===== src/rv_front_defines.svh =====
`ifndef RV_FRONT_DEFINES_SVH
`define RV_FRONT_DEFINES_SVH

// datapath width of the core
`define RV_XLEN 32

// RV32E has sixteen architectural registers
`define RV_REG_AW 4
`define RV_NREGS 16

`endif


===== src/rv_decode_pkg.sv =====
package rv_decode_pkg;

	////////////////////
	// instruction classes
	////////////////////

	// taken from opcode bits 6..2, cls_none for anything outside the subset
	typedef enum logic [3:0] {
		cls_none,
		cls_lui,
		cls_auipc,
		cls_jal,
		cls_jalr,
		cls_beq,
		cls_lw,
		cls_sw,
		cls_addi,
		cls_add,
		cls_csr
	} inst_class_e;

	////////////////////
	// immediate formats
	////////////////////

	typedef enum logic [2:0] {
		fmt_r,
		fmt_i,
		fmt_s,
		fmt_b,
		fmt_u,
		fmt_j,
		fmt_none // no immediate, imm reads zero
	} imm_fmt_e;

endpackage


===== src/rv_pipe_pkg.sv =====
`include "rv_front_defines.svh"

package rv_pipe_pkg;

	////////////////////
	// decode -> execute
	////////////////////

	// contents of the one-entry stage register
	typedef struct packed {
		rv_decode_pkg::inst_class_e cls;
		logic [2:0]                 funct3;
		logic                       funct7_5;
		logic [`RV_REG_AW-1:0]      rd;
		logic [`RV_XLEN-1:0]        imm;
		logic                       reg_wen;
		logic                       fencei;
		logic                       ecall;
		logic                       mret;
		logic [`RV_XLEN-1:0]        pc;
		logic [`RV_XLEN-1:0]        dnpc; // predicted next pc
		logic [`RV_XLEN-1:0]        src1; // already forwarded
		logic [`RV_XLEN-1:0]        src2;
	} decoded_t;

endpackage


===== src/rv_bypass_if.sv =====
`timescale 1ns/1ps

`include "rv_front_defines.svh"

// in-flight write of one later stage, seen by decode
interface rv_bypass_if;

	logic [`RV_REG_AW-1:0] rd;
	logic                  reg_wen;
	logic                  load; // result not known until memory returns
	logic                  done; // stage has finished, regfile will hold it
	logic [`RV_XLEN-1:0]   val;

	modport producer (
		output rd,
		output reg_wen,
		output load,
		output done,
		output val
	);

	modport consumer (
		input rd,
		input reg_wen,
		input load,
		input done,
		input val
	);

endinterface


===== src/rv_regfile.sv =====
`timescale 1ns/1ps

`include "rv_front_defines.svh"

module rv_regfile (
	input  logic                  clock,
	input  logic                  rst,

	input  logic                  wen,
	input  logic [`RV_REG_AW-1:0] waddr,
	input  logic [`RV_XLEN-1:0]   wdata,

	input  logic [`RV_REG_AW-1:0] raddr1,
	input  logic [`RV_REG_AW-1:0] raddr2,
	output logic [`RV_XLEN-1:0]   rdata1,
	output logic [`RV_XLEN-1:0]   rdata2
);

	logic [`RV_XLEN-1:0] regs [`RV_NREGS];

	////////////////////
	// write port
	////////////////////

	always_ff @(posedge clock) begin
		if (rst) begin
			for (int i = 0; i < `RV_NREGS; i++) begin
				regs[i] <= '0;
			end
		end else if (wen && (waddr != '0)) begin // x0 stays zero
			regs[waddr] <= wdata;
		end
	end

	////////////////////
	// read ports
	////////////////////

	// no bypass from the write port, a same-cycle read sees the old value
	assign rdata1 = regs[raddr1];
	assign rdata2 = regs[raddr2];

	// x0 is never written, so both ports must see zero there
	a_x0_zero: assert property (@(posedge clock) disable iff (rst)
		((raddr1 != '0) || (rdata1 == '0)) && ((raddr2 != '0) || (rdata2 == '0)));

endmodule


===== src/rv_imm_gen.sv =====
`timescale 1ns/1ps

`include "rv_front_defines.svh"

module rv_imm_gen (
	input  logic [`RV_XLEN-1:0]        inst,
	output rv_decode_pkg::inst_class_e cls,
	output logic [`RV_XLEN-1:0]        imm,
	output logic                       reg_wen
);

	rv_decode_pkg::imm_fmt_e fmt;

	always_comb begin
		cls = rv_decode_pkg::cls_none;
		fmt = rv_decode_pkg::fmt_none;
		case (inst[6:2])
			5'b01101: begin cls = rv_decode_pkg::cls_lui;   fmt = rv_decode_pkg::fmt_u; end
			5'b00101: begin cls = rv_decode_pkg::cls_auipc; fmt = rv_decode_pkg::fmt_u; end
			5'b11011: begin cls = rv_decode_pkg::cls_jal;   fmt = rv_decode_pkg::fmt_j; end
			5'b11001: begin cls = rv_decode_pkg::cls_jalr;  fmt = rv_decode_pkg::fmt_i; end
			5'b11000: begin cls = rv_decode_pkg::cls_beq;   fmt = rv_decode_pkg::fmt_b; end
			5'b00000: begin cls = rv_decode_pkg::cls_lw;    fmt = rv_decode_pkg::fmt_i; end
			5'b01000: begin cls = rv_decode_pkg::cls_sw;    fmt = rv_decode_pkg::fmt_s; end
			5'b00100: begin cls = rv_decode_pkg::cls_addi;  fmt = rv_decode_pkg::fmt_i; end
			5'b01100: begin cls = rv_decode_pkg::cls_add;   fmt = rv_decode_pkg::fmt_r; end
			5'b11100: begin cls = rv_decode_pkg::cls_csr;   fmt = rv_decode_pkg::fmt_i; end
			default: ; // fence.i and unknown opcodes
		endcase
	end

	always_comb begin
		case (fmt)
			rv_decode_pkg::fmt_i: imm = {{20{inst[31]}}, inst[31:20]};
			rv_decode_pkg::fmt_u: imm = {inst[31:12], 12'b0};
			rv_decode_pkg::fmt_s: imm = {{20{inst[31]}}, inst[31:25], inst[11:7]};
			rv_decode_pkg::fmt_b: imm = {{20{inst[31]}}, inst[7], inst[30:25], inst[11:8], 1'b0};
			rv_decode_pkg::fmt_j: imm = {{12{inst[31]}}, inst[19:12], inst[20], inst[30:21], 1'b0};
			default:              imm = '0;
		endcase
	end

	// ecall, mret and other funct3 == 0 system words write nothing
	assign reg_wen = (fmt == rv_decode_pkg::fmt_r) || (fmt == rv_decode_pkg::fmt_u) ||
		(fmt == rv_decode_pkg::fmt_j) ||
		((fmt == rv_decode_pkg::fmt_i) &&
		!((cls == rv_decode_pkg::cls_csr) && (inst[14:12] == 3'b000)));

endmodule


===== src/rv_hazard.sv =====
`timescale 1ns/1ps

`include "rv_front_defines.svh"

module rv_hazard (
	input  logic                  need_rs1,
	input  logic                  need_rs2,
	input  logic [`RV_REG_AW-1:0] rs1,
	input  logic [`RV_REG_AW-1:0] rs2,
	input  logic [`RV_XLEN-1:0]   rf_src1,
	input  logic [`RV_XLEN-1:0]   rf_src2,

	rv_bypass_if.consumer         exu_bp,
	rv_bypass_if.consumer         lsu_bp,

	output logic [`RV_XLEN-1:0]   src1,
	output logic [`RV_XLEN-1:0]   src2,
	output logic                  stall
);

	logic rs1_exu_hit;
	logic rs2_exu_hit;
	logic rs1_lsu_hit;
	logic rs2_lsu_hit;
	logic load_busy;

	// a busy stage that will write the register we are about to read
	function automatic logic conflict(
		input logic                  done,
		input logic                  need,
		input logic [`RV_REG_AW-1:0] rd,
		input logic                  wen,
		input logic [`RV_REG_AW-1:0] rs
	);
		return !done && need && (rd == rs) && wen && (rd != '0);
	endfunction

	assign rs1_exu_hit = conflict(exu_bp.done, need_rs1, exu_bp.rd, exu_bp.reg_wen, rs1);
	assign rs2_exu_hit = conflict(exu_bp.done, need_rs2, exu_bp.rd, exu_bp.reg_wen, rs2);
	assign rs1_lsu_hit = conflict(lsu_bp.done, need_rs1, lsu_bp.rd, lsu_bp.reg_wen, rs1);
	assign rs2_lsu_hit = conflict(lsu_bp.done, need_rs2, lsu_bp.rd, lsu_bp.reg_wen, rs2);

	////////////////////
	// forwarding
	////////////////////

	// execute holds the younger value, so it wins over memory
	assign src1 = rs1_exu_hit ? exu_bp.val :
		rs1_lsu_hit ? lsu_bp.val : rf_src1;
	assign src2 = rs2_exu_hit ? exu_bp.val :
		rs2_lsu_hit ? lsu_bp.val : rf_src2;

	// load data is not there yet, wait for done
	assign stall = (exu_bp.load && (rs1_exu_hit || rs2_exu_hit)) ||
		(lsu_bp.load && (rs1_lsu_hit || rs2_lsu_hit));

	assign load_busy = (exu_bp.load && !exu_bp.done) || (lsu_bp.load && !lsu_bp.done);

	a_stall_load: assert final (!stall || load_busy);

endmodule


===== src/rv_idu.sv =====
`timescale 1ns/1ps

`include "rv_front_defines.svh"

module rv_idu (
	input  logic                   clock,
	input  logic                   rst,

	input  logic [`RV_XLEN-1:0]    inst,
	input  logic [`RV_XLEN-1:0]    pc,
	input  logic [`RV_XLEN-1:0]    dnpc,

	// register file read
	output logic [`RV_REG_AW-1:0]  rs1,
	output logic [`RV_REG_AW-1:0]  rs2,
	input  logic [`RV_XLEN-1:0]    rf_src1,
	input  logic [`RV_XLEN-1:0]    rf_src2,

	rv_bypass_if.consumer          exu_bp,
	rv_bypass_if.consumer          lsu_bp,

	input  logic                   jump_wrong,

	input  logic                   idu_valid,
	output logic                   idu_ready,
	output logic                   exu_valid,
	input  logic                   exu_ready,
	output rv_pipe_pkg::decoded_t  dec
);

	typedef enum logic {
		stage_empty,
		stage_full
	} stage_e;

	stage_e                     state;
	stage_e                     state_next;
	rv_decode_pkg::inst_class_e cls;
	logic [`RV_XLEN-1:0]        imm;
	logic                       reg_wen;
	logic                       need_rs1;
	logic                       need_rs2;
	logic [`RV_XLEN-1:0]        src1;
	logic [`RV_XLEN-1:0]        src2;
	logic                       stall;
	logic                       accept;
	rv_pipe_pkg::decoded_t      dec_next;

	////////////////////
	// field decode
	////////////////////

	assign rs1 = inst[15 +: `RV_REG_AW]; // RV32E, top bit of each field ignored
	assign rs2 = inst[20 +: `RV_REG_AW];

	rv_imm_gen rv_imm_gen_i (
		.inst    (inst),
		.cls     (cls),
		.imm     (imm),
		.reg_wen (reg_wen)
	);

	assign need_rs2 = cls inside {rv_decode_pkg::cls_beq, rv_decode_pkg::cls_sw,
		rv_decode_pkg::cls_add};
	assign need_rs1 = need_rs2 || (cls inside {rv_decode_pkg::cls_jalr, rv_decode_pkg::cls_lw,
		rv_decode_pkg::cls_addi, rv_decode_pkg::cls_csr});

	rv_hazard rv_hazard_i (
		.need_rs1 (need_rs1),
		.need_rs2 (need_rs2),
		.rs1      (rs1),
		.rs2      (rs2),
		.rf_src1  (rf_src1),
		.rf_src2  (rf_src2),
		.exu_bp   (exu_bp),
		.lsu_bp   (lsu_bp),
		.src1     (src1),
		.src2     (src2),
		.stall    (stall)
	);

	always_comb begin
		dec_next.cls      = cls;
		dec_next.funct3   = inst[14:12];
		dec_next.funct7_5 = inst[30];
		dec_next.rd       = inst[7 +: `RV_REG_AW];
		dec_next.imm      = imm;
		dec_next.reg_wen  = reg_wen;
		dec_next.fencei   = (inst[6:2] == 5'b00011);
		dec_next.ecall    = (inst == 32'h0000_0073);
		dec_next.mret     = (inst == 32'h3020_0073);
		dec_next.pc       = pc;
		dec_next.dnpc     = dnpc;
		dec_next.src1     = src1;
		dec_next.src2     = src2;
	end

	////////////////////
	// stage register
	////////////////////

	assign idu_ready = (state == stage_empty) && !stall;
	assign exu_valid = (state == stage_full);
	assign accept    = idu_valid && idu_ready;

	always_comb begin
		state_next = state;
		if (jump_wrong)
			state_next = stage_empty; // wrong path, drop whatever is held
		else if (state == stage_empty && accept)
			state_next = stage_full;
		else if (state == stage_full && exu_ready)
			state_next = stage_empty;
	end

	always_ff @(posedge clock) begin
		if (rst)
			state <= stage_empty;
		else
			state <= state_next;
	end

	always_ff @(posedge clock) begin
		if (accept)
			dec <= dec_next;
	end

	// execute may sample any time until it takes the item
	a_dec_hold: assert property (@(posedge clock) disable iff (rst)
		(exu_valid && !exu_ready) |=> $stable(dec));

endmodule


===== src/rv_front_top.sv =====
`timescale 1ns/1ps

`include "rv_front_defines.svh"

module rv_front_top (
	input  logic                  clock,
	input  logic                  rst,

	input  logic [`RV_XLEN-1:0]   inst,
	input  logic [`RV_XLEN-1:0]   pc,
	input  logic [`RV_XLEN-1:0]   dnpc,
	input  logic                  idu_valid,
	output logic                  idu_ready,

	// writeback into the register file
	input  logic                  wb_en,
	input  logic [`RV_REG_AW-1:0] wb_rd,
	input  logic [`RV_XLEN-1:0]   wb_data,

	input  logic [`RV_REG_AW-1:0] exu_rd,
	input  logic                  exu_reg_wen,
	input  logic                  exu_load,
	input  logic [`RV_XLEN-1:0]   exu_val,
	input  logic [`RV_REG_AW-1:0] lsu_rd,
	input  logic                  lsu_reg_wen,
	input  logic                  lsu_load,
	input  logic                  lsu_ready,
	input  logic [`RV_XLEN-1:0]   lsu_val,

	input  logic                  jump_wrong,

	output logic                  exu_valid,
	input  logic                  exu_ready, // also tells decode that execute is done
	output logic [3:0]            dec_cls,
	output logic [2:0]            dec_funct3,
	output logic                  dec_funct7_5,
	output logic [`RV_REG_AW-1:0] dec_rd,
	output logic [`RV_XLEN-1:0]   dec_imm,
	output logic                  dec_reg_wen,
	output logic                  dec_fencei,
	output logic                  dec_ecall,
	output logic                  dec_mret,
	output logic [`RV_XLEN-1:0]   dec_pc,
	output logic [`RV_XLEN-1:0]   dec_dnpc,
	output logic [`RV_XLEN-1:0]   dec_src1,
	output logic [`RV_XLEN-1:0]   dec_src2
);

	logic [`RV_REG_AW-1:0] rs1;
	logic [`RV_REG_AW-1:0] rs2;
	logic [`RV_XLEN-1:0]   rf_src1;
	logic [`RV_XLEN-1:0]   rf_src2;
	rv_pipe_pkg::decoded_t dec;

	rv_bypass_if exu_bp ();
	rv_bypass_if lsu_bp ();

	assign exu_bp.rd      = exu_rd;
	assign exu_bp.reg_wen = exu_reg_wen;
	assign exu_bp.load    = exu_load;
	assign exu_bp.done    = exu_ready;
	assign exu_bp.val     = exu_val;

	assign lsu_bp.rd      = lsu_rd;
	assign lsu_bp.reg_wen = lsu_reg_wen;
	assign lsu_bp.load    = lsu_load;
	assign lsu_bp.done    = lsu_ready;
	assign lsu_bp.val     = lsu_val;

	rv_regfile rv_regfile_i (
		.clock  (clock),
		.rst    (rst),
		.wen    (wb_en),
		.waddr  (wb_rd),
		.wdata  (wb_data),
		.raddr1 (rs1),
		.raddr2 (rs2),
		.rdata1 (rf_src1),
		.rdata2 (rf_src2)
	);

	rv_idu rv_idu_i (
		.clock      (clock),
		.rst        (rst),
		.inst       (inst),
		.pc         (pc),
		.dnpc       (dnpc),
		.rs1        (rs1),
		.rs2        (rs2),
		.rf_src1    (rf_src1),
		.rf_src2    (rf_src2),
		.exu_bp     (exu_bp),
		.lsu_bp     (lsu_bp),
		.jump_wrong (jump_wrong),
		.idu_valid  (idu_valid),
		.idu_ready  (idu_ready),
		.exu_valid  (exu_valid),
		.exu_ready  (exu_ready),
		.dec        (dec)
	);

	assign dec_cls      = dec.cls;
	assign dec_funct3   = dec.funct3;
	assign dec_funct7_5 = dec.funct7_5;
	assign dec_rd       = dec.rd;
	assign dec_imm      = dec.imm;
	assign dec_reg_wen  = dec.reg_wen;
	assign dec_fencei   = dec.fencei;
	assign dec_ecall    = dec.ecall;
	assign dec_mret     = dec.mret;
	assign dec_pc       = dec.pc;
	assign dec_dnpc     = dec.dnpc;
	assign dec_src1     = dec.src1;
	assign dec_src2     = dec.src2;

endmodule


===== config.mk =====
export PLATFORM = sky130hd
export DESIGN_NAME = rv_front_top
export DESIGN_NICKNAME = d
export VERILOG_FILES = /design/src/rv_decode_pkg.sv /design/src/rv_pipe_pkg.sv /design/src/rv_bypass_if.sv /design/src/rv_regfile.sv /design/src/rv_imm_gen.sv /design/src/rv_hazard.sv /design/src/rv_idu.sv /design/src/rv_front_top.sv
export VERILOG_INCLUDE_DIRS = /design/src
export SDC_FILE = /design/constraint.sdc
export NUM_CORES = 1
export LEC_CHECK = 0
export BUFFER_PORTS_ARGS = -buffer_cell sky130_fd_sc_hd__buf_2
export CAP_MARGIN = 10
export CORE_MARGIN = 2
export CORE_UTILIZATION = 25
export DETAILED_ROUTE_END_ITERATION = 16
export PLACE_DENSITY = 0.42
export SLEW_MARGIN = 20
export SYNTH_ARGS = -nofsm -noshare
export SYNTH_HDL_FRONTEND = slang
export SYNTH_SLANG_ARGS = --single-unit

===== constraint.sdc =====
create_clock -name clock -period 75.9 [get_ports clock]
set_input_delay 15.18 -clock clock [delete_from_list [all_inputs] [get_ports clock]]
set_output_delay 15.18 -clock clock [all_outputs]
set_load 0.005 [all_outputs]

==> results of run 1 <==
## sequential cells by signal, summed over array words and instances (netlist names)
| name | cells |
|---|---|
| rv_idu_i.dec | 176 |
| rv_regfile_i.regs | 512 |
| rv_idu_i.exu_valid | 1 |
## cell type report
cell class / instances / area [um^2]
sequential: 689 / 20700
fill: 13300 / 93300
inverter: 4 / 15.0
tap: 1768 / 2210
clock buffer: 105 / 2240
timing repair buffer: 443 / 2400
antenna: 15 / 37.5
clock inverter: 57 / 536
multi-input combinational: 1410 / 12500
## path summary, 6_finish.rpt
path / from / to / slack (ps) / cells after the start
max: inst[2] / idu_ready / 42740 / 7
max reg2reg: rv_idu_i.exu_valid / rv_idu_i.dec[12] / 73120 / 3
min reg2reg: rv_idu_i.exu_valid / rv_idu_i.exu_valid / 780 / 2
min: rv_idu_i.exu_valid / rv_idu_i.exu_valid / 780 / 2
## metal layers
| metal | vias to the layer above | routed length, um | GRT usage (%) |
|---|---|---|---|
| li1 | 9431 | - | - |
| met1 | 11600 | 53200 | 23.7 |
| met2 | 1126 | 63400 | 31.5 |
| met3 | 233 | 11300 | 4.97 |
| met4 | 20 | 3820 | 5.80 |
| met5 | - | 135 | 0 |
## placed cells by master, fill, tap and decap left out, types with 4 or more instances in the layout
cell type and count:
a21o_1 9, a21oi_1 5, a22o_1 5, a22oi_1 129, a31oi_1 64, and2_1 480
and2_2 4, buf_2 388, buf_4 49, bufinv_16 7, clkbuf_1 18, clkbuf_16 87
clkinv_1 17, clkinv_2 13, clkinv_4 5, clkinv_8 4, clkinvlp_4 7, conb_1 32
diode_2 15, edfxtp_1 688, inv_1 4, inv_6 4, mux4_2 256, nand2_1 225
nand2b_1 7, nand3_1 4, nor2_1 76, nor2_2 12, nor2b_1 8, nor2b_4 4
nor3_1 5, nor4_1 11, or2_2 8, or2_4 7, xor2_1 16
## worst max-delay path: cells and delay by family
| family | cells | cell delay (ps) |
|---|---|---|
| compound gates | 2 | 1060 |
| buf+inv | 2 | 340 |
| simple gates | 3 | 1310 |
## kinds of logic (layout without fill, tap and decap cells)
| logic type | after synthesis | count (layout) |
|---|---|---|
| AOI/OAI and AO/OA | 229 | 229 |
| xor gates and xnor gates | 16 | 16 |
| buffers and inverters | 213 | 609 |
| DFF | 689 | 689 |
| muxes | 256 | 256 |
| other | 1 | 47 |
| and+or+nand+nor | 877 | 877 |
## power by group through the flow
stage	Sequential, mW	Combinational (mW)	Clock [mW]
6_report	0.456	0.106	0.409
5_1_grt	0.458	0.113	0.433
4_1_cts	0.456	0.107	0.419
3_5_place_dp	0.463	0.107	0
3_3_place_gp	0.462	0.107	0
2_1_floorplan	0.464	0.0572	0
## metrics by stage
stage          cells  hold WS (ps)  worst slack (ps)
2_1_floorplan   2312           591             40740
3_3_place_gp    4314           741             42700
3_5_place_dp    4314           760             42730
4_1_cts         4476           768             42720
5_1_grt         4482           785             42500
6_report        4491           779             42740
==> results.toml, run 1 <==
[final_layout]
fin_util_pct = 30.4
layout.nets = 2850
drive_gt1_share_pct = 32.5
final_area_um2 = 40700
area_growth_pct = 20.2

[synthesis]
yosysMostFrequentCell = "edfxtp_1"
ys_async_sr_fraction_pct = 0
yosys_warnings = 0
avgSynthCellArea_um2 = 14.8
yosys-mux-area-fraction_pct = 17.0
synth_area_um2 = 33800
yosys-top-cells-count = "edfxtp_1 (688), and2_1 (483), mux4_2 (256), nand2_1 (226), clkbuf_1 (153)"
synth_top_family_by_area = "multiplexers"
synth-compound-area-share_pct = 4.84
ys_ff_latch = 689
ys_types = 50
synth-edff-count = 688
synthAdderAreaFrac_pct = 0
ys_seq_area_share_pct = 61.1
synth_top_area_cell = "edfxtp_1"
synth-simple-area-share_pct = 13.9
synth.area.top_cells = "edfxtp_1 (61%), mux4_2 (17%), and2_1 (8.9%)"
synthCells = 2281
synth-main-ff-cell = "edfxtp_1"
netlist.area_leader.share_pct = 61.1
synth_xor_xnor_area_share_pct = 0.414

[sta]
hold_viol = 0
min_period_ps = 33160
setup_tns_ps = 0
fmax_ghz = 0.0302
slew_headroom_pct = 31.1
rsz0062_at_grt = "no"
fin_skew_ps = 22.5
fin_crit_sh_pct = 43.7
finalSetupViolCount = 0
slew_viol_final = 0
tightest_slew_ps = 1030

[power]
netSwitchingPower_mw = 0.246
pwr-share-clk_pct = 42.1
vdd_ir_drop_max_mv = 0.0142
p_leak_nw = 14.6
p_seq_share_pct = 46.9
p_sw_share_pct = 25.3
power_density_nw_per_um2 = 23.9
total_power_mw = 0.971
p_int_mw = 0.725
p_comb_share_pct = 11.0

[cts]
htree_levels = 3
cts-resized-gates = 0
cts_setup_buffers = 0
clkLatencyLatePin_ps = 680
clock-sinks = 689
hold_buffers = 0
cts_buffers = 87
cts.clk_slew.worst_paths_ps = 60
ctsLongestPathBuffers = 3
tritoncts = "built"
cts-root-buf = "clkbuf_16"

[global_routing]
grt_pass1_vias = 23500
grt_pass1_wl_um = 182000
antenna_found_initial = 39
overflow = 0
grt_use_total_pct = 18.8
grt_start_max_net_pins = 112

[route]
vias = 22400
drt-vias-per-instance = 4.98
wl_um = 132000
dr.pass1.iters = 5
drt_iter0_markers = 2345
wire_per_inst_um = 29.4
drtAntennaViolNets = 0
route.detailed.drc = 0

[floorplanning]
rows = 134
coreArea_um2 = 134000
die_area_um2 = 138000
die_h_um = 372
start_util_pct = 25.3
die_w_um = 372
io_pins = 393

[worst_setup_path]
critPathArrivalTime_ps = 17980
startpoint_type = "primary input"
worstPathRequired_ps = 60720
critPathSlowestCell = "nand3_4"
path_cells = "buf_2, or3b_4, a21oi_1, nand3_4, a21boi_0, nor3_1, buf_2"
cpPeakStageDelay_ps = 740
critPathCaptureType = "output pin"
critical_path_class = "in2out"
cp_max_fo = 65
crit_top_cell = "buf_2"

[placement]
io_buffers = 392
dp_hpwl_um = 77600
dpl-instance-area_um2 = 37800
gp_congestion = 0.871

[run_status]
status = "complete, no violations"

[job]
drv_cap = 0

[min_path]
min_path_type = "reg2reg"
Power figures use the tool's default switching activity.
==> run 2: changes to the inputs <==
--- a/config.mk
+++ b/config.mk
@@ -6,12 +6,13 @@
 export SDC_FILE = /design/constraint.sdc
 export NUM_CORES = 1
 export LEC_CHECK = 0
+export ABC_AREA = 1
 export BUFFER_PORTS_ARGS = -buffer_cell sky130_fd_sc_hd__buf_2
 export CAP_MARGIN = 10
 export CORE_MARGIN = 2
 export CORE_UTILIZATION = 25
 export DETAILED_ROUTE_END_ITERATION = 16
-export PLACE_DENSITY = 0.42
+export PLACE_DENSITY = 0.43
 export SLEW_MARGIN = 20
 export SYNTH_ARGS = -nofsm -noshare
 export SYNTH_HDL_FRONTEND = slang
==> constraint.sdc (replaced) <==
create_clock -name clock -period 28.1 [get_ports clock]
set_input_delay 5.62 -clock clock [delete_from_list [all_inputs] [get_ports clock]]
set_output_delay 5.62 -clock clock [all_outputs]
set_load 0.005 [all_outputs]
==> results.toml, run 2 <==
[run_status]
status = "complete, no violations"

[cts]
cts_setup_buffers = 0
hold_buffers = 0
cts.clk_slew.worst_paths_ps = 60
cts_buffers = 76
clkLatencyLatePin_ps = 660
tritoncts = "built"
htree_levels = 3
cts-root-buf = "clkbuf_16"
clock-sinks = 689
cts-resized-gates = 0
ctsLongestPathBuffers = 3

[final_layout]
mostFrequentLayoutCells = "nor2_1 (697), edfxtp_1 (688), o21ai_0 (548)"
multi_input_area_um2 = 11800
area_growth_pct = 17.4
layout.nets = 4199
top_register = "rv_regfile_i.regs"
fillerInstances = 14600
post_layout_nonfiller_instances = 5926
final_common_cell = "nor2_1"
largest_reg_flops = 512
regArea_um2 = 20700
drive_gt1_share_pct = 15.8

[route]
wire_per_inst_um = 25.3
drt_iter0_markers = 3099
drt-vias-per-instance = 4.98
dr.pass1.iters = 6
wl_um = 150000
drtAntennaViolNets = 0
vias = 29500
route.detailed.drc = 0

[placement]
gp_congestion = 0.833
dp_hpwl_um = 89900
place_inst = 5782
io_buffers = 392

[worst_setup_path]
critPathCaptureType = "output pin"
critical_path_class = "in2out"
startpoint_type = "primary input"
worstPathRequired_ps = 22480
cp_max_fo = 115
critPathArrivalTime_ps = 8100

[sta]
hold_viol = 0
slew_headroom_pct = 31.6
slew_viol_final = 0
finalSetupViolCount = 0
fin_crit_sh_pct = 48.8
fmax_ghz = 0.0729
setup_tns_ps = 0
fin_skew_ps = 24.3
min_period_ps = 13720
tightest_slew_ps = 1030
rsz0062_at_grt = "no"

[global_routing]
overflow = 0
grt_pass1_wl_um = 209000
antenna_found_initial = 15
grt_use_total_pct = 20.3
grt_start_max_net_pins = 174
grt_pass1_vias = 28000

[synthesis]
synth_area_um2 = 34900
synth_top_area_cell = "edfxtp_1"
synth-main-ff-cell = "edfxtp_1"
ys_seq_area_share_pct = 59.2
ys_types = 45
yosys_warnings = 0
synth.area.top_cells = "edfxtp_1 (59%), o21ai_0 (7.8%), nor2_1 (7.5%)"
yosysMostFrequentCell = "nor2_1"
synthCells = 3742
netlist.area_leader.share_pct = 59.1
synth-edff-count = 688
ys_ff_latch = 689
avgSynthCellArea_um2 = 9.34
ys_async_sr_fraction_pct = 0
yosys-top-cells-count = "nor2_1 (701), edfxtp_1 (688), o21ai_0 (548), nand2_1 (394), inv_1 (282)"

[floorplanning]
rows = 137
coreArea_um2 = 139000
io_pins = 393
die_h_um = 378
die_w_um = 378
start_util_pct = 25.1
die_area_um2 = 143000

[power]
power_density_nw_per_um2 = 63.6
p_leak_nw = 15.7
vdd_ir_drop_max_mv = 0.0422

[job]
drv_cap = 0

[min_path]
min_path_type = "reg2reg"
run 2: changes by cell type in the layout (fill, tap and decap cells not counted), moves of 46 or more:
| cell | before | now |
|---|---|---|
| nor2_1 | 76 | 697 |
| a21oi_1 | 5 | 266 |
| o21ai_1 | 0 | 83 |
| mux4_2 | 256 | 0 |
| nand3_1 | 4 | 170 |
| o21ai_0 | 3 | 548 |
| inv_1 | 4 | 281 |
| o211ai_1 | 1 | 144 |
| a22oi_1 | 129 | 0 |
| nand2_1 | 225 | 369 |
| a31oi_1 | 64 | 3 |
| and2_1 | 480 | 0 |
| nand4_1 | 1 | 47 |
run 2: per-layer routing:
metal,up-vias,part of all wire (%),GRT usage [%]
li1,13400,-,-
met3,220,7.5,3.22
met1,14500,42,26.2
met4,10,3.4,7.49
met5,-,0.047,0
met2,1363,48,34.1
run 2: path summary, 6_finish.rpt:
path | depth (start not counted) | startpoint | slack [ps] | end
setup / recovery | 9 | inst[20] | 14380 | idu_ready
setup reg to reg | 5 | rv_idu_i.exu_valid | 25160 | rv_idu_i.dec[66]
hold / removal | 3 | rv_idu_i.exu_valid | 590 | rv_idu_i.exu_valid
hold reg to reg | 3 | rv_idu_i.exu_valid | 590 | rv_idu_i.exu_valid
run 2: power breakdown:
part	switching (mW)	internal (mW)	leakage (nW)
registers	0.0242	1.20	6.60
logic	0.233	0.0852	7.88
clock network	0.451	0.613	1.26
run 2: kinds of logic after synthesis:
logic type / Yosys count / share of synthesized area, %
simple gates: 1366 / 16.3
compound gates: 1077 / 16.8
flops: 689 / 59.2
buf+inv: 608 / 7.66
xor+xnor: 1 / 0.0251
other cells: 1 / 0.0107
run 2: worst max-delay path: stages:
cell and delay [ps]:
buf_8 460, clkinv_2 960, a21oi_1 520, nand4_4 130, nand2_1 110, nand2_1 70, inv_1 50, nor2_1 30
buf_2 110
run 2: layout make-up:
cell class	count	share of cell area, %
clock inverters	54	1.44
repair buffers	447	5.97
well taps	1876	5.72
flip-flops and latches	689	50.4
clock buffers	88	4.85
diodes	2	0.0122
inverters	294	2.71
multi-input cells	2476	28.9
run 2: through the flow:
stage | setup slack [ps] | util [%] | hold WS, ps | power, mW | instance area, um^2
after floorplan | 15890 | - | 561 | 1.41 | 35100
after global placement | 14360 | 27.6 | 590 | 1.57 | 38400
after detailed placement | 14390 | 27.6 | 573 | 1.57 | 38400
after CTS | 14380 | 29.5 | 586 | 2.63 | 41000
after global routing | 14200 | 29.5 | 621 | 2.70 | 41000
final | 14380 | 29.5 | 586 | 2.61 | 41000
==> run 3: changes to the inputs <==
--- a/config.mk
+++ b/config.mk
@@ -12,7 +12,7 @@
 export CORE_MARGIN = 2
 export CORE_UTILIZATION = 25
 export DETAILED_ROUTE_END_ITERATION = 16
-export PLACE_DENSITY = 0.43
+export PLACE_DENSITY = 0.42
 export SLEW_MARGIN = 20
 export SYNTH_ARGS = -nofsm -noshare
 export SYNTH_HDL_FRONTEND = slang
==> constraint.sdc (replaced) <==
create_clock -name clock -period 13.8 [get_ports clock]
set_input_delay 2.76 -clock clock [delete_from_list [all_inputs] [get_ports clock]]
set_output_delay 2.76 -clock clock [all_outputs]
set_load 0.005 [all_outputs]
==> results.toml, run 3 (synthesized netlist as in run 2, its figures left out) <==
[worst_setup_path]
cp_max_fo = 91
worstPathRequired_ps = 11040
critPathCaptureType = "output pin"
startpoint_type = "primary input"
critPathArrivalTime_ps = 5200
critical_path_class = "in2out"

[route]
drt-vias-per-instance = 4.91
dr.pass1.iters = 6
route.detailed.drc = 0
wl_um = 147000
drtAntennaViolNets = 0
wire_per_inst_um = 24.8
drt_iter0_markers = 3063
vias = 29100

[power]
pwr-share-clk_pct = 38.7
vdd_ir_drop_max_mv = 0.0865
p_leak_nw = 15.6
p_int_mw = 3.73
netSwitchingPower_mw = 1.39
p_sw_share_pct = 27.1
p_seq_share_pct = 48.8
total_power_mw = 5.12
power_density_nw_per_um2 = 126
p_comb_share_pct = 12.5

[global_routing]
antenna_found_initial = 22
grt_use_total_pct = 20.0
overflow = 0
grt_pass1_wl_um = 205000
grt_start_max_net_pins = 188
grt_pass1_vias = 27800

[cts]
cts_setup_buffers = 0
tritoncts = "built"
ctsLongestPathBuffers = 3
cts-resized-gates = 0
hold_buffers = 0
cts.clk_slew.worst_paths_ps = 60
clkLatencyLatePin_ps = 660
cts-root-buf = "clkbuf_16"
htree_levels = 3
cts_buffers = 78
clock-sinks = 689

[sta]
finalSetupViolCount = 0
slew_viol_final = 0
rsz0062_at_grt = "no"
slew_headroom_pct = 29.2
hold_ws_ps = 588
min_period_ps = 7960
setup_tns_ps = 0
hold_viol = 0
fmax_ghz = 0.126
tightest_slew_ps = 1060
setup_slack_ps = 5840
fin_skew_ps = 17.9
fin_crit_sh_pct = 57.7

[final_layout]
area_growth_pct = 16.7
mostFrequentLayoutCells = "nor2_1 (697), edfxtp_1 (688), o21ai_0 (548)"
layout.nets = 4206
post_layout_nonfiller_instances = 5934
largest_reg_flops = 512
top_register = "rv_regfile_i.regs"
final_common_cell = "nor2_1"
drive_gt1_share_pct = 15.4

[floorplanning]
rows = 137
coreArea_um2 = 139000
die_h_um = 378
start_util_pct = 25.1
die_area_um2 = 143000
io_pins = 393
die_w_um = 378

[placement]
gp_congestion = 0.818
dp_slack_ps = 5880
dp_hpwl_um = 87500
place_inst = 5787
io_buffers = 392

[job]
drv_cap = 0

[min_path]
min_path_type = "reg2reg"

[run_status]
status = "complete, no violations"
run 3: cell types whose count changed in the layout (fill, tap and decap cells not counted), moves of 3 or more:
cell        before  now
nand2_1        369  366
buf_4           52   58
bufinv_16       11    2
clkinvlp_4       7    1
nand2_2         21   26
clkbuf_1        10   36
clkinv_2        21   11
run 3: cell type report:
type                       count  area (um^2)
fill                       14700        98400
sequential                   689        20700
multi-input combinational   2476        11800
timing repair buffer         452         2470
tap                         1876         2350
clock buffer                 116         2140
inverter                     294         1110
clock inverter                27          196
antenna                        4         10.0
run 3: critical path: stages:
cell and delay (ps):
clkbuf_8 560, inv_2 500, nand2_1 170, nand2_1 60, nor2_1 190, nand4_4 370
nand2_1 210, nand2_1 80, nand2_1 60, nor2_1 50, buf_2 120
run 3: per-layer routing:
layer	track usage (%)	vias to the layer above	wire, um
met5	0	-	118
met4	6.59	18	4440
met3	3.36	198	12000
met2	33.5	1314	69000
met1	26.0	14200	61400
li1	-	13400	-
run 3: worst paths after layout:
| check | from | endpoint | slack, ps | cells past startpoint |
|---|---|---|---|---|
| worst max-delay path | inst[21] | idu_ready | 5840 | 11 |
| worst min-delay path | rv_idu_i.exu_valid | rv_idu_i.exu_valid | 590 | 3 |
| worst max register to register | rv_idu_i.exu_valid | rv_idu_i.dec[56] | 11070 | 4 |
| worst min register to register | rv_idu_i.exu_valid | rv_idu_i.exu_valid | 590 | 3 |
run 3: metrics by stage:
step                      util (%)  instance area (um^2)
final                         29.3                 40800
after global routing          29.3                 40800
after CTS                     29.3                 40800
after detailed placement      27.6                 38500
after global placement        27.6                 38500
after floorplan                  -                 35100
run 3: power groups by stage:
stage	logic [mW]	registers (mW)	clock network, mW
2_1_floorplan	0.336	2.54	0
5_1_grt	0.700	2.51	2.09
6_report	0.641	2.50	1.98
4_1_cts	0.644	2.50	2.02
3_3_place_gp	0.641	2.54	0
3_5_place_dp	0.642	2.54	0
